--- src/verilog/cpu_consts.svh ---
`ifndef CPU_CONSTS_SVH
`define CPU_CONSTS_SVH

// Data and address width
`define XLEN 64

`define INSTR_W 32

`define REG_ADDR_W 5

`define NUM_REGS 32

// Hardwired zero register, reads as 0 and is never written
`define ZERO_REG 31

// One instruction word per fetch
`define PC_STEP 4

`define RESET_PC 0

`endif

--- src/verilog/isa_pkg.sv ---
`include "cpu_consts.svh"

package isa_pkg;

  typedef logic [`XLEN-1:0]       xword_t;
  typedef logic [`REG_ADDR_W-1:0] reg_addr_t;
  typedef logic [`INSTR_W-1:0]    instr_t;
  typedef logic [10:0]            opcode_t;

  localparam opcode_t    OP_ADD  = 11'b10001011000;
  localparam opcode_t    OP_SUB  = 11'b11001011000;
  localparam opcode_t    OP_AND  = 11'b10001010000;
  localparam opcode_t    OP_ORR  = 11'b10101010000;
  localparam opcode_t    OP_LDUR = 11'b11111000010;
  localparam opcode_t    OP_STUR = 11'b11111000000;
  localparam logic [7:0] OP_CBZ  = 8'b10110100;    // Top 8 bits only
  localparam logic [5:0] OP_B    = 6'b000101;      // Top 6 bits only

  typedef struct packed {
    opcode_t    opcode;
    reg_addr_t  rm;
    logic [5:0] shamt;
    reg_addr_t  rn;
    reg_addr_t  rd;
  } r_fmt_t;

  typedef struct packed {
    opcode_t    opcode;
    logic [8:0] addr;  // Signed word offset
    logic [1:0] op2;
    reg_addr_t  rn;
    reg_addr_t  rt;
  } d_fmt_t;

  typedef struct packed {
    logic [7:0]  opcode;
    logic [18:0] addr;  // Signed instruction offset
    reg_addr_t   rt;
  } cb_fmt_t;

  typedef struct packed {
    logic [5:0]  opcode;
    logic [25:0] addr;  // Signed instruction offset
  } b_fmt_t;

  typedef enum logic [3:0] {
    ALU_AND    = 4'b0000,
    ALU_ORR    = 4'b0001,
    ALU_ADD    = 4'b0010,
    ALU_SUB    = 4'b0110,
    ALU_PASS_B = 4'b0111
  } alu_op_e;

endpackage

--- src/verilog/pipe_pkg.sv ---
package pipe_pkg;

  // ALU class carried from decode to the ALU control
  localparam logic [1:0] ALU_CLASS_MEM = 2'b00;  // Address add
  localparam logic [1:0] ALU_CLASS_BR  = 2'b01;  // Pass operand b for CBZ test
  localparam logic [1:0] ALU_CLASS_R   = 2'b10;  // Function from opcode

  typedef struct packed {
    logic [1:0] alu_class;
    logic       alu_src;        // Immediate as operand b
    logic       zero_branch;
    logic       uncond_branch;
    logic       mem_read;
    logic       mem_write;
    logic       reg_write;
    logic       mem_to_reg;
  } ctrl_t;

  typedef struct packed {
    isa_pkg::xword_t pc;
    isa_pkg::instr_t instr;
  } ifid_t;

  typedef struct packed {
    logic               valid;
    ctrl_t              ctrl;
    isa_pkg::xword_t    pc;
    isa_pkg::xword_t    op_a;
    isa_pkg::xword_t    op_b;
    isa_pkg::xword_t    imm;
    isa_pkg::opcode_t   opcode;
    isa_pkg::reg_addr_t dest;
    isa_pkg::reg_addr_t src_a;
    isa_pkg::reg_addr_t src_b;
  } idex_t;

  typedef struct packed {
    logic               valid;
    logic               mem_read;
    logic               mem_write;
    logic               reg_write;
    logic               mem_to_reg;
    logic               zero_branch;
    logic               uncond_branch;
    isa_pkg::xword_t    branch_target;
    logic               zero;
    isa_pkg::xword_t    alu_result;
    isa_pkg::xword_t    store_data;
    isa_pkg::reg_addr_t dest;
  } exmem_t;

  typedef struct packed {
    logic               valid;
    logic               reg_write;
    logic               mem_to_reg;
    isa_pkg::xword_t    alu_result;
    isa_pkg::xword_t    load_data;
    isa_pkg::reg_addr_t dest;
  } memwb_t;

endpackage

--- src/verilog/decode_unit.sv ---
`include "cpu_consts.svh"

module decode_unit (
  input  pipe_pkg::ifid_t    ifid,
  input  logic               ex_mem_read,
  input  isa_pkg::reg_addr_t ex_dest,
  output isa_pkg::reg_addr_t rd_a,
  output isa_pkg::reg_addr_t rd_b,
  input  isa_pkg::xword_t    rd_a_data,
  input  isa_pkg::xword_t    rd_b_data,
  output logic               stall,
  output pipe_pkg::idex_t    idex
);

  isa_pkg::r_fmt_t  r_fmt;
  isa_pkg::d_fmt_t  d_fmt;
  isa_pkg::cb_fmt_t cb_fmt;
  isa_pkg::b_fmt_t  b_fmt;
  pipe_pkg::ctrl_t  ctrl;
  isa_pkg::xword_t  imm;
  logic             known;
  logic             use_a;
  logic             use_b;

  // Same word seen through each format
  assign r_fmt  = ifid.instr;
  assign d_fmt  = ifid.instr;
  assign cb_fmt = ifid.instr;
  assign b_fmt  = ifid.instr;

  always_comb begin
    ctrl  = '0;
    known = 1'b1;
    use_a = 1'b0;
    use_b = 1'b0;
    if (b_fmt.opcode == isa_pkg::OP_B) begin
      ctrl.alu_class     = pipe_pkg::ALU_CLASS_BR;
      ctrl.uncond_branch = 1'b1;
    end else if (cb_fmt.opcode == isa_pkg::OP_CBZ) begin
      ctrl.alu_class   = pipe_pkg::ALU_CLASS_BR;
      ctrl.zero_branch = 1'b1;
      use_b            = 1'b1;  // Rt tested against zero
    end else begin
      case (r_fmt.opcode)
        isa_pkg::OP_ADD, isa_pkg::OP_SUB, isa_pkg::OP_AND, isa_pkg::OP_ORR: begin
          ctrl.alu_class = pipe_pkg::ALU_CLASS_R;
          ctrl.reg_write = 1'b1;
          use_a          = 1'b1;
          use_b          = 1'b1;
        end
        isa_pkg::OP_LDUR: begin
          ctrl.alu_class  = pipe_pkg::ALU_CLASS_MEM;
          ctrl.alu_src    = 1'b1;
          ctrl.mem_read   = 1'b1;
          ctrl.reg_write  = 1'b1;
          ctrl.mem_to_reg = 1'b1;
          use_a           = 1'b1;
        end
        isa_pkg::OP_STUR: begin
          ctrl.alu_class = pipe_pkg::ALU_CLASS_MEM;
          ctrl.alu_src   = 1'b1;
          ctrl.mem_write = 1'b1;
          use_a          = 1'b1;
          use_b          = 1'b1;  // Store data from Rt
        end
        default: known = 1'b0;
      endcase
    end
    if (r_fmt.rd == `ZERO_REG) begin
      ctrl.reg_write = 1'b0;  // Writes to x31 are dropped here
    end
  end

  assign rd_a = r_fmt.rn;
  assign rd_b = ifid.instr[28] ? d_fmt.rt : r_fmt.rm;  // Rt for STUR and CBZ

  always_comb begin
    if (b_fmt.opcode == isa_pkg::OP_B) begin
      imm = {{(`XLEN-26){b_fmt.addr[25]}}, b_fmt.addr};
    end else if (cb_fmt.opcode == isa_pkg::OP_CBZ) begin
      imm = {{(`XLEN-19){cb_fmt.addr[18]}}, cb_fmt.addr};
    end else begin
      imm = {{(`XLEN-9){d_fmt.addr[8]}}, d_fmt.addr};  // Unused by R-type
    end
  end

  // Load in EX feeding this instruction, wait one cycle
  assign stall = known && ex_mem_read && (ex_dest != `ZERO_REG) &&
                 ((use_a && (ex_dest == rd_a)) || (use_b && (ex_dest == rd_b)));

  always_comb begin
    idex = '0;
    if (known && !stall) begin
      idex.valid  = 1'b1;
      idex.ctrl   = ctrl;
      idex.pc     = ifid.pc;
      idex.op_a   = rd_a_data;
      idex.op_b   = rd_b_data;
      idex.imm    = imm;
      idex.opcode = r_fmt.opcode;
      idex.dest   = r_fmt.rd;
      idex.src_a  = rd_a;
      idex.src_b  = rd_b;
    end
  end

endmodule

--- config.mk ---
export PLATFORM = sky130hd
export DESIGN_NAME = decode_unit
export DESIGN_NICKNAME = d
export VERILOG_FILES = /design/src/verilog/isa_pkg.sv /design/src/verilog/pipe_pkg.sv /design/src/verilog/decode_unit.sv
export VERILOG_INCLUDE_DIRS = /design/src /design/src/verilog
export SDC_FILE = /design/constraint.sdc
export NUM_CORES = 1
export LEC_CHECK = 0
export ABC_AREA = 0
export ABC_CLOCK_PERIOD_IN_PS = 11100
export BUFFER_PORTS_ARGS = -buffer_cell sky130_fd_sc_hd__buf_2
export CORE_AREA = 2 2 209 211
export DETAILED_ROUTE_END_ITERATION = 7
export DIE_AREA = 0 0 211 213
export GPL_TIMING_DRIVEN = 0
export PLACE_DENSITY_LB_ADDON = 0.08
export RECOVER_POWER = 100
export SETUP_SLACK_MARGIN = 0.2
export SLEW_MARGIN = 20
export SYNTH_ARGS = -nofsm -noshare
export SYNTH_HDL_FRONTEND = slang
export SYNTH_SLANG_ARGS = --single-unit
--- constraint.sdc ---
create_clock -name vclk -period 11.1
set_input_delay 2.22 -clock vclk [all_inputs]
set_output_delay 2.22 -clock vclk [all_outputs]
set_load 0.01 [all_outputs]
## Word level (Yosys, flattened, before mapping)

Cells that the tools add are included.

- Bits in registers: 0
- Input bits: 230

- Equality and inequality tests: 12
- Multiplexer cells: 26
- Reductions and logical operators: 13

Operators by type and width:

| kind | count |
|---|---|
| $mux 292 | 1 |
| $mux 64 | 2 |
| $eq 11x11->1 const B | 6 |
| $mux 1 | 16 |
| $eq 5x5->1 | 2 |
| $reduce_or 5->1 | 2 |
| $eq 8x8->1 const B | 1 |
| $mux 2 | 4 |
| $mux 4 | 2 |
| $eq 6x3->1 const B | 1 |
| $logic_and 1x1->1 | 6 |
| $reduce_or 6->1 | 1 |
| $eq 5x5->1 const B | 1 |
| $mux 5 | 1 |
| $ne 5x5->1 const B | 1 |
| $reduce_or 4->1 | 1 |
| $reduce_or 2->1 | 1 |
| $logic_not 1->1 | 1 |
| $logic_or 1x1->1 | 1 |

## Longest topological paths before layout

Gate-level depths: netlist (run 1).

- Depth after elaboration: 11
- Mapped depth: 10
- Depth with buffers taken out: 6

## Worst setup path after synthesis (run 1)

No wires, ideal clock.

- Path kind: input-to-output
- From: input ifid[28] in the netlist's numbering
- To: output idex[52] in the netlist's numbering
- Arrival time: 6.027 ns
- Data required time: 8.880 ns
- Path slack: 2.853 ns
- Cell stages on the path: 9
- Path buffers: 4
- Cell sequence: buf_4 -> mux2_2 -> xor2_1 -> nor3b_1 -> and4b_1 -> buf_4 -> buf_2 -> nor3_1 -> buf_4

RTL lines:

| element | line | source |
|---|---|---|
| start: declaration | decode_unit.sv:4 | `input pipe_pkg::ifid_t ifid,` |
| end: declaration | decode_unit.sv:12 | `output pipe_pkg::idex_t idex` |

==> impl_metrics.ini, run 1 <==
[run_status]
status = finished, final reports clean

[global_routing]
grt-ovfl-total = 0
first_global_vias = 6524
grt_pass1_wl_mm = 43.8
antenna_found_initial = 7
grt_use_total_pct = 12.7
grt_max_degree = 13

[cells_and_area]
stdcell_count = 1779
clock_buffers = 0
layout.nets = 1462
fillerInstances = 5245
area_delta_synth_final_pct = 80.7
drive_above_1_share_pct = 31.5
seqCellArea_um2 = 0
nFlopsAndLatches = 0

[drt]
top_layer = met5
vias_per_cell = 3.88
wire_per_inst_um = 17.7
routed_wl_mm = 31.5
detail-route-antenna-nets = 0
route.met3.wl_mm = 2.20
wl_met2_mm = 16.0
vias = 6903
drc = 0
drt_iter0_markers = 319
wirelength_met1_mm = 13.1
drt_first_pass_iters = 5

[placement]
port_buffers = 531
dp_hpwl_mm = 26.9
dp_cells = 1776
routabilityCongestion = 0.769
pre_cts_ws_ps = 3880

[worst_hold_path]
min_path_type = in -> out

[power_and_ir_drop]
vdd_drop_max_mv = 0.00777
power.density_mw_per_mm2 = 15.6
power_leakage_nw = 3.07

[timing]
tns_ps = 0
layout_setup_ws_ps = 2520
slew_viol_final = 0
min_period_over_period_pct = 77.3
finalSetupViolCount = 0
worst_slew_pin_slew_ps = 984
period_minus_slack_ps = 8580
slew_headroom_pct = 34.4
rsz0062_at_grt = false
fmax_mhz = 117
hold_viol = 0

[job]
maxCapViolations = 0

[yosys]
netlist_instances = 695
syn_area_per_cell_um2 = 5.32
ys_types = 40
ys_seq_area_share_pct = 0
yosys_warnings = 0
synth_area_mm2 = 0.00370
synth_nets = 925

[clock_network]
cts-hold-fix-buffers = 0
post_cts_resized = 0
cts_setup_buffers = 0

[floorplan]
die-area_mm2 = 0.0449
core_mm2 = 0.0427
fp.dieH_um = 213
fp.dieW_um = 211
rows = 76
initial_core_util_pct = 8.66
ios = 533

[critical_path]
path_max_fanout = 12
crit_type = in -> out
crit_required_ps = 8880
setup.worst_path.end_class = primary output
arrival_ps = 6360
crit_path_start_kind = input pin
[final cells by class]
type / count / area, µm² / share of cell area (%)
Multi-Input combinational cell: 559 / 2810 / 42.0
Timing Repair Buffer: 535 / 2370 / 35.5
Buffer: 134 / 798 / 11.9
Tap cell: 546 / 683 / 10.2
Inverter: 2 / 7.51 / 0.112
Antenna cell: 3 / 7.51 / 0.112
[layout by cell type, fill, tap and decap left out, drive strengths merged, types with 3 or more instances in the layout]
master / synthesis / final
nor2: 9 / 9
nor3b: 3 / 3
xor2: 7 / 7
xnor2: 3 / 3
nand2: 218 / 218
nand4: 3 / 3
o221ai: 6 / 6
a22o: 8 / 8
and3: 4 / 4
diode: 0 / 3
o21ai: 4 / 4
buf: 120 / 370
nand3: 3 / 3
a21oi: 9 / 9
nor4: 22 / 22
a221oi: 9 / 9
nor3: 226 / 226
nand2b: 3 / 3
mux2: 5 / 5
clkbuf: 14 / 299
[kinds of logic (layout without fill, tap and decap cells)]
| kind of cell | after synthesis | count (layout) | share of synthesized area [%] |
|---|---|---|---|
| muxes | 7 | 7 | 2.27 |
| xor gates and xnor gates | 10 | 10 | 2.37 |
| buffers and inverters | 136 | 671 | 23.7 |
| AOI/OAI and AO/OA | 40 | 40 | 7.99 |
| other | 0 | 3 | 0 |
| and+or+nand+nor | 502 | 502 | 63.7 |
[synth_stat cells, drive strengths merged]
cell,n,area [µm²]
nor3,226,1140
nand2,218,818
buf,120,816
nor4,22,138
clkbuf,14,52.6
a21oi,9,45.0
a221oi,9,78.8
nor2,9,33.8
a22o,8,70.1
xor2,7,61.3
o221ai,6,52.6
mux2,5,63.8
and3,4,25.0
o21ai,4,20.0
nand2b,3,18.8
nand3,3,15.0
nand4,3,18.8
nor3b,3,27.5
xnor2,3,26.3
and3b,2,17.5
and4,2,17.5
and4b,2,20.0
inv,2,7.51
mux2i,2,20.0
a211oi,1,7.51
a21boi,1,7.51
a31oi,1,6.26
and4bb,1,12.5
nand3b,1,11.3
nand4b,1,15.0
nor4b,1,23.8
o31ai,1,7.51
or2,1,6.26
[report_power, final]
part / internal, mW / total, mW / switching [mW]
combinational: 0.0506 / 0.104 / 0.0538
sequential: 0 / 0 / 0
clock: 0.0000000363 / 0.0000000363 / 0
[critical path, cell delays in order]
cell and delay, ps:
clkbuf_1 370, and4b_1 260, clkbuf_1 210, nand3b_1 340
nand4_1 250, nor3_1 140, clkbuf_1 340, clkbuf_1 350
nor3_1 280, clkbuf_1 440, clkbuf_1 430, clkbuf_1 400
buf_4 180, buf_2 130
[worst paths after layout]
kind | from | to | slack (ps) | cells past startpoint
worst min-delay path | rd_b_data[14] | idex[104] | 4730 | 4
worst max-delay path | ifid[28] | idex[58] | 2520 | 14
[metrics by stage]
| stage | instance area (µm²) | hold slack [ps] | util [%] | total power, mW |
|---|---|---|---|---|
| after floorplan | 3700 | 4490 | - | 0.0384 |
| after global placement | 7040 | 4740 | 16.5 | 0.110 |
| after detailed placement | 7080 | 4740 | 16.6 | 0.109 |
| after CTS | 7080 | 4740 | 16.6 | 0.110 |
| after global routing | 6680 | 4740 | 15.6 | 0.115 |
| final | 6680 | 4730 | 15.6 | 0.104 |
[metal layers]
metal / GRT usage [%] / vias up
li1: - / 3447
met1: 15.5 / 3149
met2: 23.9 / 289
met3: 2.31 / 14
met4: 0.704 / 4
met5: 0 / -
No activity file was read; power rests on OpenSTA's default activity.
==> run 2, diff against run 1 <==
--- a/config.mk
+++ b/config.mk
@@ -7,11 +7,11 @@
 export NUM_CORES = 1
 export LEC_CHECK = 0
 export ABC_AREA = 0
-export ABC_CLOCK_PERIOD_IN_PS = 11100
+export ABC_CLOCK_PERIOD_IN_PS = 7820
 export BUFFER_PORTS_ARGS = -buffer_cell sky130_fd_sc_hd__buf_2
-export CORE_AREA = 2 2 209 211
+export CORE_AREA = 2 2 207 209
 export DETAILED_ROUTE_END_ITERATION = 7
-export DIE_AREA = 0 0 211 213
+export DIE_AREA = 0 0 209 211
 export GPL_TIMING_DRIVEN = 0
 export PLACE_DENSITY_LB_ADDON = 0.08
 export RECOVER_POWER = 100
==> constraint.sdc (replaced) <==
create_clock -name vclk -period 7.82
set_input_delay 1.564 -clock vclk [all_inputs]
set_output_delay 1.564 -clock vclk [all_outputs]
set_load 0.01 [all_outputs]
==> run 2 against run 1 <==
Net effect:
- final cell count decreased by 0.45%
- sequential share of layout area unchanged
- core utilization increased by 0.37 points
- total power increased by 42%
- final area increased by 0.11%
- critical path type unchanged
- largest power group unchanged
==> impl_metrics.ini, run 2 (synthesis gave the netlist of run 1 again) <==
[critical_path]
crit_required_ps = 6260
path_max_fanout = 14
setup.worst_path.end_class = primary output
crit_path_start_kind = input pin
arrival_ps = 5220
crit_type = in -> out
startpoint = ifid[28]
cp-endpoint = idex[64]

[timing]
min_period_over_period_pct = 86.8
slew_viol_final = 0
fmax_mhz = 147
holdWs_ps = 3410
period_minus_slack_ps = 6780
finalSetupViolCount = 0
rsz0062_at_grt = false
hold_viol = 0
worst_slew_pin_slew_ps = 919
slew_headroom_pct = 38.7

[drt]
vias_per_cell = 3.90
drt_iter0_markers = 337
vias = 6909
routed_wl_mm = 31.6
drc = 0
drt_first_pass_iters = 7
wire_per_inst_um = 17.8
detail-route-antenna-nets = 0

[power_and_ir_drop]
p_seq_share_pct = 0
power_frac_clock_pct = 0
p_int_mw = 0.0719
power_leakage_nw = 3.10
p_sw_share_pct = 51.4
net-switching-power_mw = 0.0762
combPwrFrac_pct = 100.0
vdd_drop_max_mv = 0.00796
power.density_mw_per_mm2 = 22.1

[global_routing]
grt_max_degree = 15
first_global_vias = 6808
grt-ovfl-total = 0
grt_use_total_pct = 13.2
grt_pass1_wl_mm = 45.1
antenna_found_initial = 7

[worst_hold_path]
holdPathStages = 4
hold_start = rd_a_data[63]
min_path_type = in -> out

[floorplan]
die-area_mm2 = 0.0441
ios = 533
rows = 75
core_mm2 = 0.0418
fp.dieW_um = 209
fp.dieH_um = 211
initial_core_util_pct = 8.85

[run_status]
status = finished, final reports clean

[clock_network]
cts-hold-fix-buffers = 0
post_cts_resized = 0
cts_setup_buffers = 0

[job]
maxCapViolations = 0

[placement]
routabilityCongestion = 0.756
port_buffers = 531
dp_hpwl_mm = 27.1
place_area_mm2 = 0.00706

[cells_and_area]
drive_above_1_share_pct = 32.3
final_cell_mix = buf_2 (331), clkbuf_1 (276), nor3_1 (225)
design_area_mm2 = 0.00669
clock_buffers = 0
area_delta_synth_final_pct = 80.9
final_common_cell = buf_2
nFlopsAndLatches = 0
seqCellArea_um2 = 0
layout.nets = 1461
-- run 2: cell types whose count changed in the layout (fill, tap and decap cells not counted), moves of 6 or more --
cell,delta
clkbuf_4,+13
buf_4,-11
clkbuf_1,-9
buf_2,+6
-- run 2: per-layer routing --
layer | routed length, µm | track usage [%] | share of wire (%)
met4 | 315 | 1.72 | 1.0
met3 | 2220 | 2.74 | 7.0
met1 | 12900 | 15.7 | 41
met2 | 16000 | 24.7 | 51
met5 | 47 | 0 | 0.15
-- run 2: how the worst min path moves through the flow --
stage / end / slack, ps
after floorplan: idex[284] / 3180
after global placement: idex[98] / 3430
after detailed placement: idex[217] / 3420
after CTS: idex[217] / 3420
after global routing: idex[213] / 3430
final: idex[217] / 3410
-- run 2: critical path, stage by stage --
cell	delay, ps
clkbuf_1	380
and4b_1	260
clkbuf_1	250
nand3b_1	390
nand4_1	260
nor3_1	130
buf_2	270
buf_2	230
nor3_2	480
buf_4	280
buf_4	210
buf_4	200
buf_4	120
clkbuf_1	160
-- run 2: metrics by stage --
| step | power, mW | setup TNS, ps | worst slack [ps] | instances | util, % |
|---|---|---|---|---|---|
| final | 0.148 | 0 | 1040 | 1771 | 16.0 |
| after global routing | 0.164 | 0 | 672 | 1770 | 16.0 |
| after CTS | 0.155 | 0 | 1480 | 1768 | 16.9 |
| after detailed placement | 0.154 | 0 | 1480 | 1768 | 16.9 |
| after global placement | 0.156 | -35830 | -931 | 1765 | 16.8 |
| after floorplan | 0.0546 | 0 | 885 | 695 | - |
-- run 2: power by group through the flow --
| stage | clock [mW] | sequential [mW] | combinational [mW] |
|---|---|---|---|
| after floorplan | 0 | 0 | 0.0546 |
| after global placement | 0 | 0 | 0.156 |
| after detailed placement | 0 | 0 | 0.154 |
| after CTS | 0 | 0 | 0.155 |
| after global routing | 0.0000000343 | 0 | 0.164 |
| final | 0.0000000517 | 0 | 0.148 |
-- run 2: final cells by class --
| cell class | count | area [µm²] |
|---|---|---|
| Antenna cell | 3 | 7.51 |
| Buffer | 134 | 801 |
| Timing Repair Buffer | 534 | 2380 |
| Multi-Input combinational cell | 559 | 2810 |
| Fill cell | 5104 | 35100 |
| Tap cell | 539 | 674 |
| Inverter | 2 | 7.51 |
==> run 3, diff against run 2 <==
--- a/config.mk
+++ b/config.mk
@@ -14,7 +14,6 @@
 export DIE_AREA = 0 0 209 211
 export GPL_TIMING_DRIVEN = 0
 export PLACE_DENSITY_LB_ADDON = 0.08
-export RECOVER_POWER = 100
 export SETUP_SLACK_MARGIN = 0.2
 export SLEW_MARGIN = 20
 export SYNTH_ARGS = -nofsm -noshare
==> run 3 against run 2 <==
Net effect:
- global-route usage is the same
- final area grew 5.6%
- maximum frequency grew 9.3%
- wire length shrank 0.42%
- clock-buffer cell count is the same
- worst hold slack gained 9.8 ps
- critical endpoint unchanged
- largest power group unchanged
==> impl_metrics.ini, run 3 (synthesis gave the netlist of run 1 again) <==
[timing]
layout_setup_ws_ps = 1610
min_period_over_period_pct = 79.4
rsz0062_at_grt = false
slew_headroom_pct = 37.7
period_minus_slack_ps = 6210
slew_viol_final = 0
holdWs_ps = 3420
worst_slew_pin_slew_ps = 935
hold_viol = 0
fmax_mhz = 161
finalSetupViolCount = 0

[clock_network]
post_cts_resized = 0
cts-hold-fix-buffers = 0
cts_setup_buffers = 0

[placement]
port_buffers = 531
routabilityCongestion = 0.756
place_area_mm2 = 0.00706
dp_hpwl_mm = 27.1
pre_cts_ws_ps = 1480

[global_routing]
first_global_vias = 6808
grt-ovfl-total = 0
grt_pass1_wl_mm = 45.1
antenna_found_initial = 7
grt_max_degree = 15
grt_use_total_pct = 13.2

[cells_and_area]
clock_buffers = 0
final_common_cell = buf_2
nFlopsAndLatches = 0
seqCellArea_um2 = 0
multiInputGateArea_mm2 = 0.00283
final_cell_mix = buf_2 (580), nor3_1 (224), nand2_1 (218)
layout.nets = 1461
area_delta_synth_final_pct = 91.1
drive_above_1_share_pct = 54.1
design_area_mm2 = 0.00706
fillerInstances = 5007

[critical_path]
critical_path.most_common_cell = buf_4
critPathMaxStageDelay_ps = 490
crit_type = in -> out
crit_path_start_kind = input pin
crit_chain = buf_2 -> nor4b_4 -> nand4_1 -> a21boi_1 -> o221ai_1 -> nor3_2 -> buf_4 -> buf_4 -> buf_4 -> buf_4 -> buf_2
setup.worst_path.end_class = primary output
path_delay_family = simple AND/OR/NAND/NOR gates
path_max_fanout = 14
worst_path_max_delay_cell = a21boi_1
crit_required_ps = 6260
path_buf_inv = 6
arrival_ps = 4640

[run_status]
status = finished, final reports clean

[worst_hold_path]
hold_end = idex[217]
hold_start = rd_a_data[63]
min_path_type = in -> out
holdPathStages = 4

[power_and_ir_drop]
power_leakage_nw = 4.27
power.density_mw_per_mm2 = 21.6
p_total_mw = 0.152
vdd_drop_max_mv = 0.00799

[floorplan]
rows = 75
die-area_mm2 = 0.0441
fp.dieW_um = 209
ios = 533
core_mm2 = 0.0418
fp.dieH_um = 211
initial_core_util_pct = 8.85

[drt]
detail-route-antenna-nets = 0
wirelength_met1_mm = 12.8
drt_iter0_markers = 340
vias = 6864
drc = 0
route.met3.wl_mm = 2.13
wl_met2_mm = 16.1
vias_per_cell = 3.88
drt_first_pass_iters = 4
top_layer = met5
wire_per_inst_um = 17.7
routed_wl_mm = 31.4

[job]
maxCapViolations = 0
==> run 3: layout make-up <==
cell class / instances / area share [%]
antenna: 3 / 0.106
multi-input combinational: 559 / 40.0
inverter: 2 / 0.106
tap: 539 / 9.55
buffer: 134 / 12.3
timing repair buffer: 534 / 37.9
==> run 3: worst max-delay path by stage <==
stage              from  endpoint  slack (ps)  depth (start not counted)
3_5_place_dp   ifid[30]  idex[64]        1480                         13
5_1_grt        ifid[30]  idex[64]        1330                         13
3_3_place_gp   ifid[30]  idex[64]        -930                         10
2_1_floorplan  ifid[28]  idex[52]         890                          9
6_report       ifid[21]  idex[64]        1610                         11
4_1_cts        ifid[30]  idex[64]        1480                         13
==> run 3: metal layers <==
metal / global-route usage (%) / up-vias
met5: 0 / -
met4: 1.72 / 6
met3: 2.74 / 21
met2: 24.7 / 295
met1: 15.7 / 3104
li1: - / 3438
==> run 3: per-stage QoR <==
stage	util (%)	std cells	setup TNS, ps
3_5_place_dp	16.9	1768	0
5_1_grt	16.9	1770	0
3_3_place_gp	16.8	1765	-35830
2_1_floorplan	-	695	0
6_report	16.9	1771	0
4_1_cts	16.9	1768	0
==> run 3: where the power goes <==
part	total [mW]	switching, mW	internal [mW]
sequential	0	0	0
clock	0.0000000516	0	0.0000000516
combinational	0.152	0.0760	0.0765
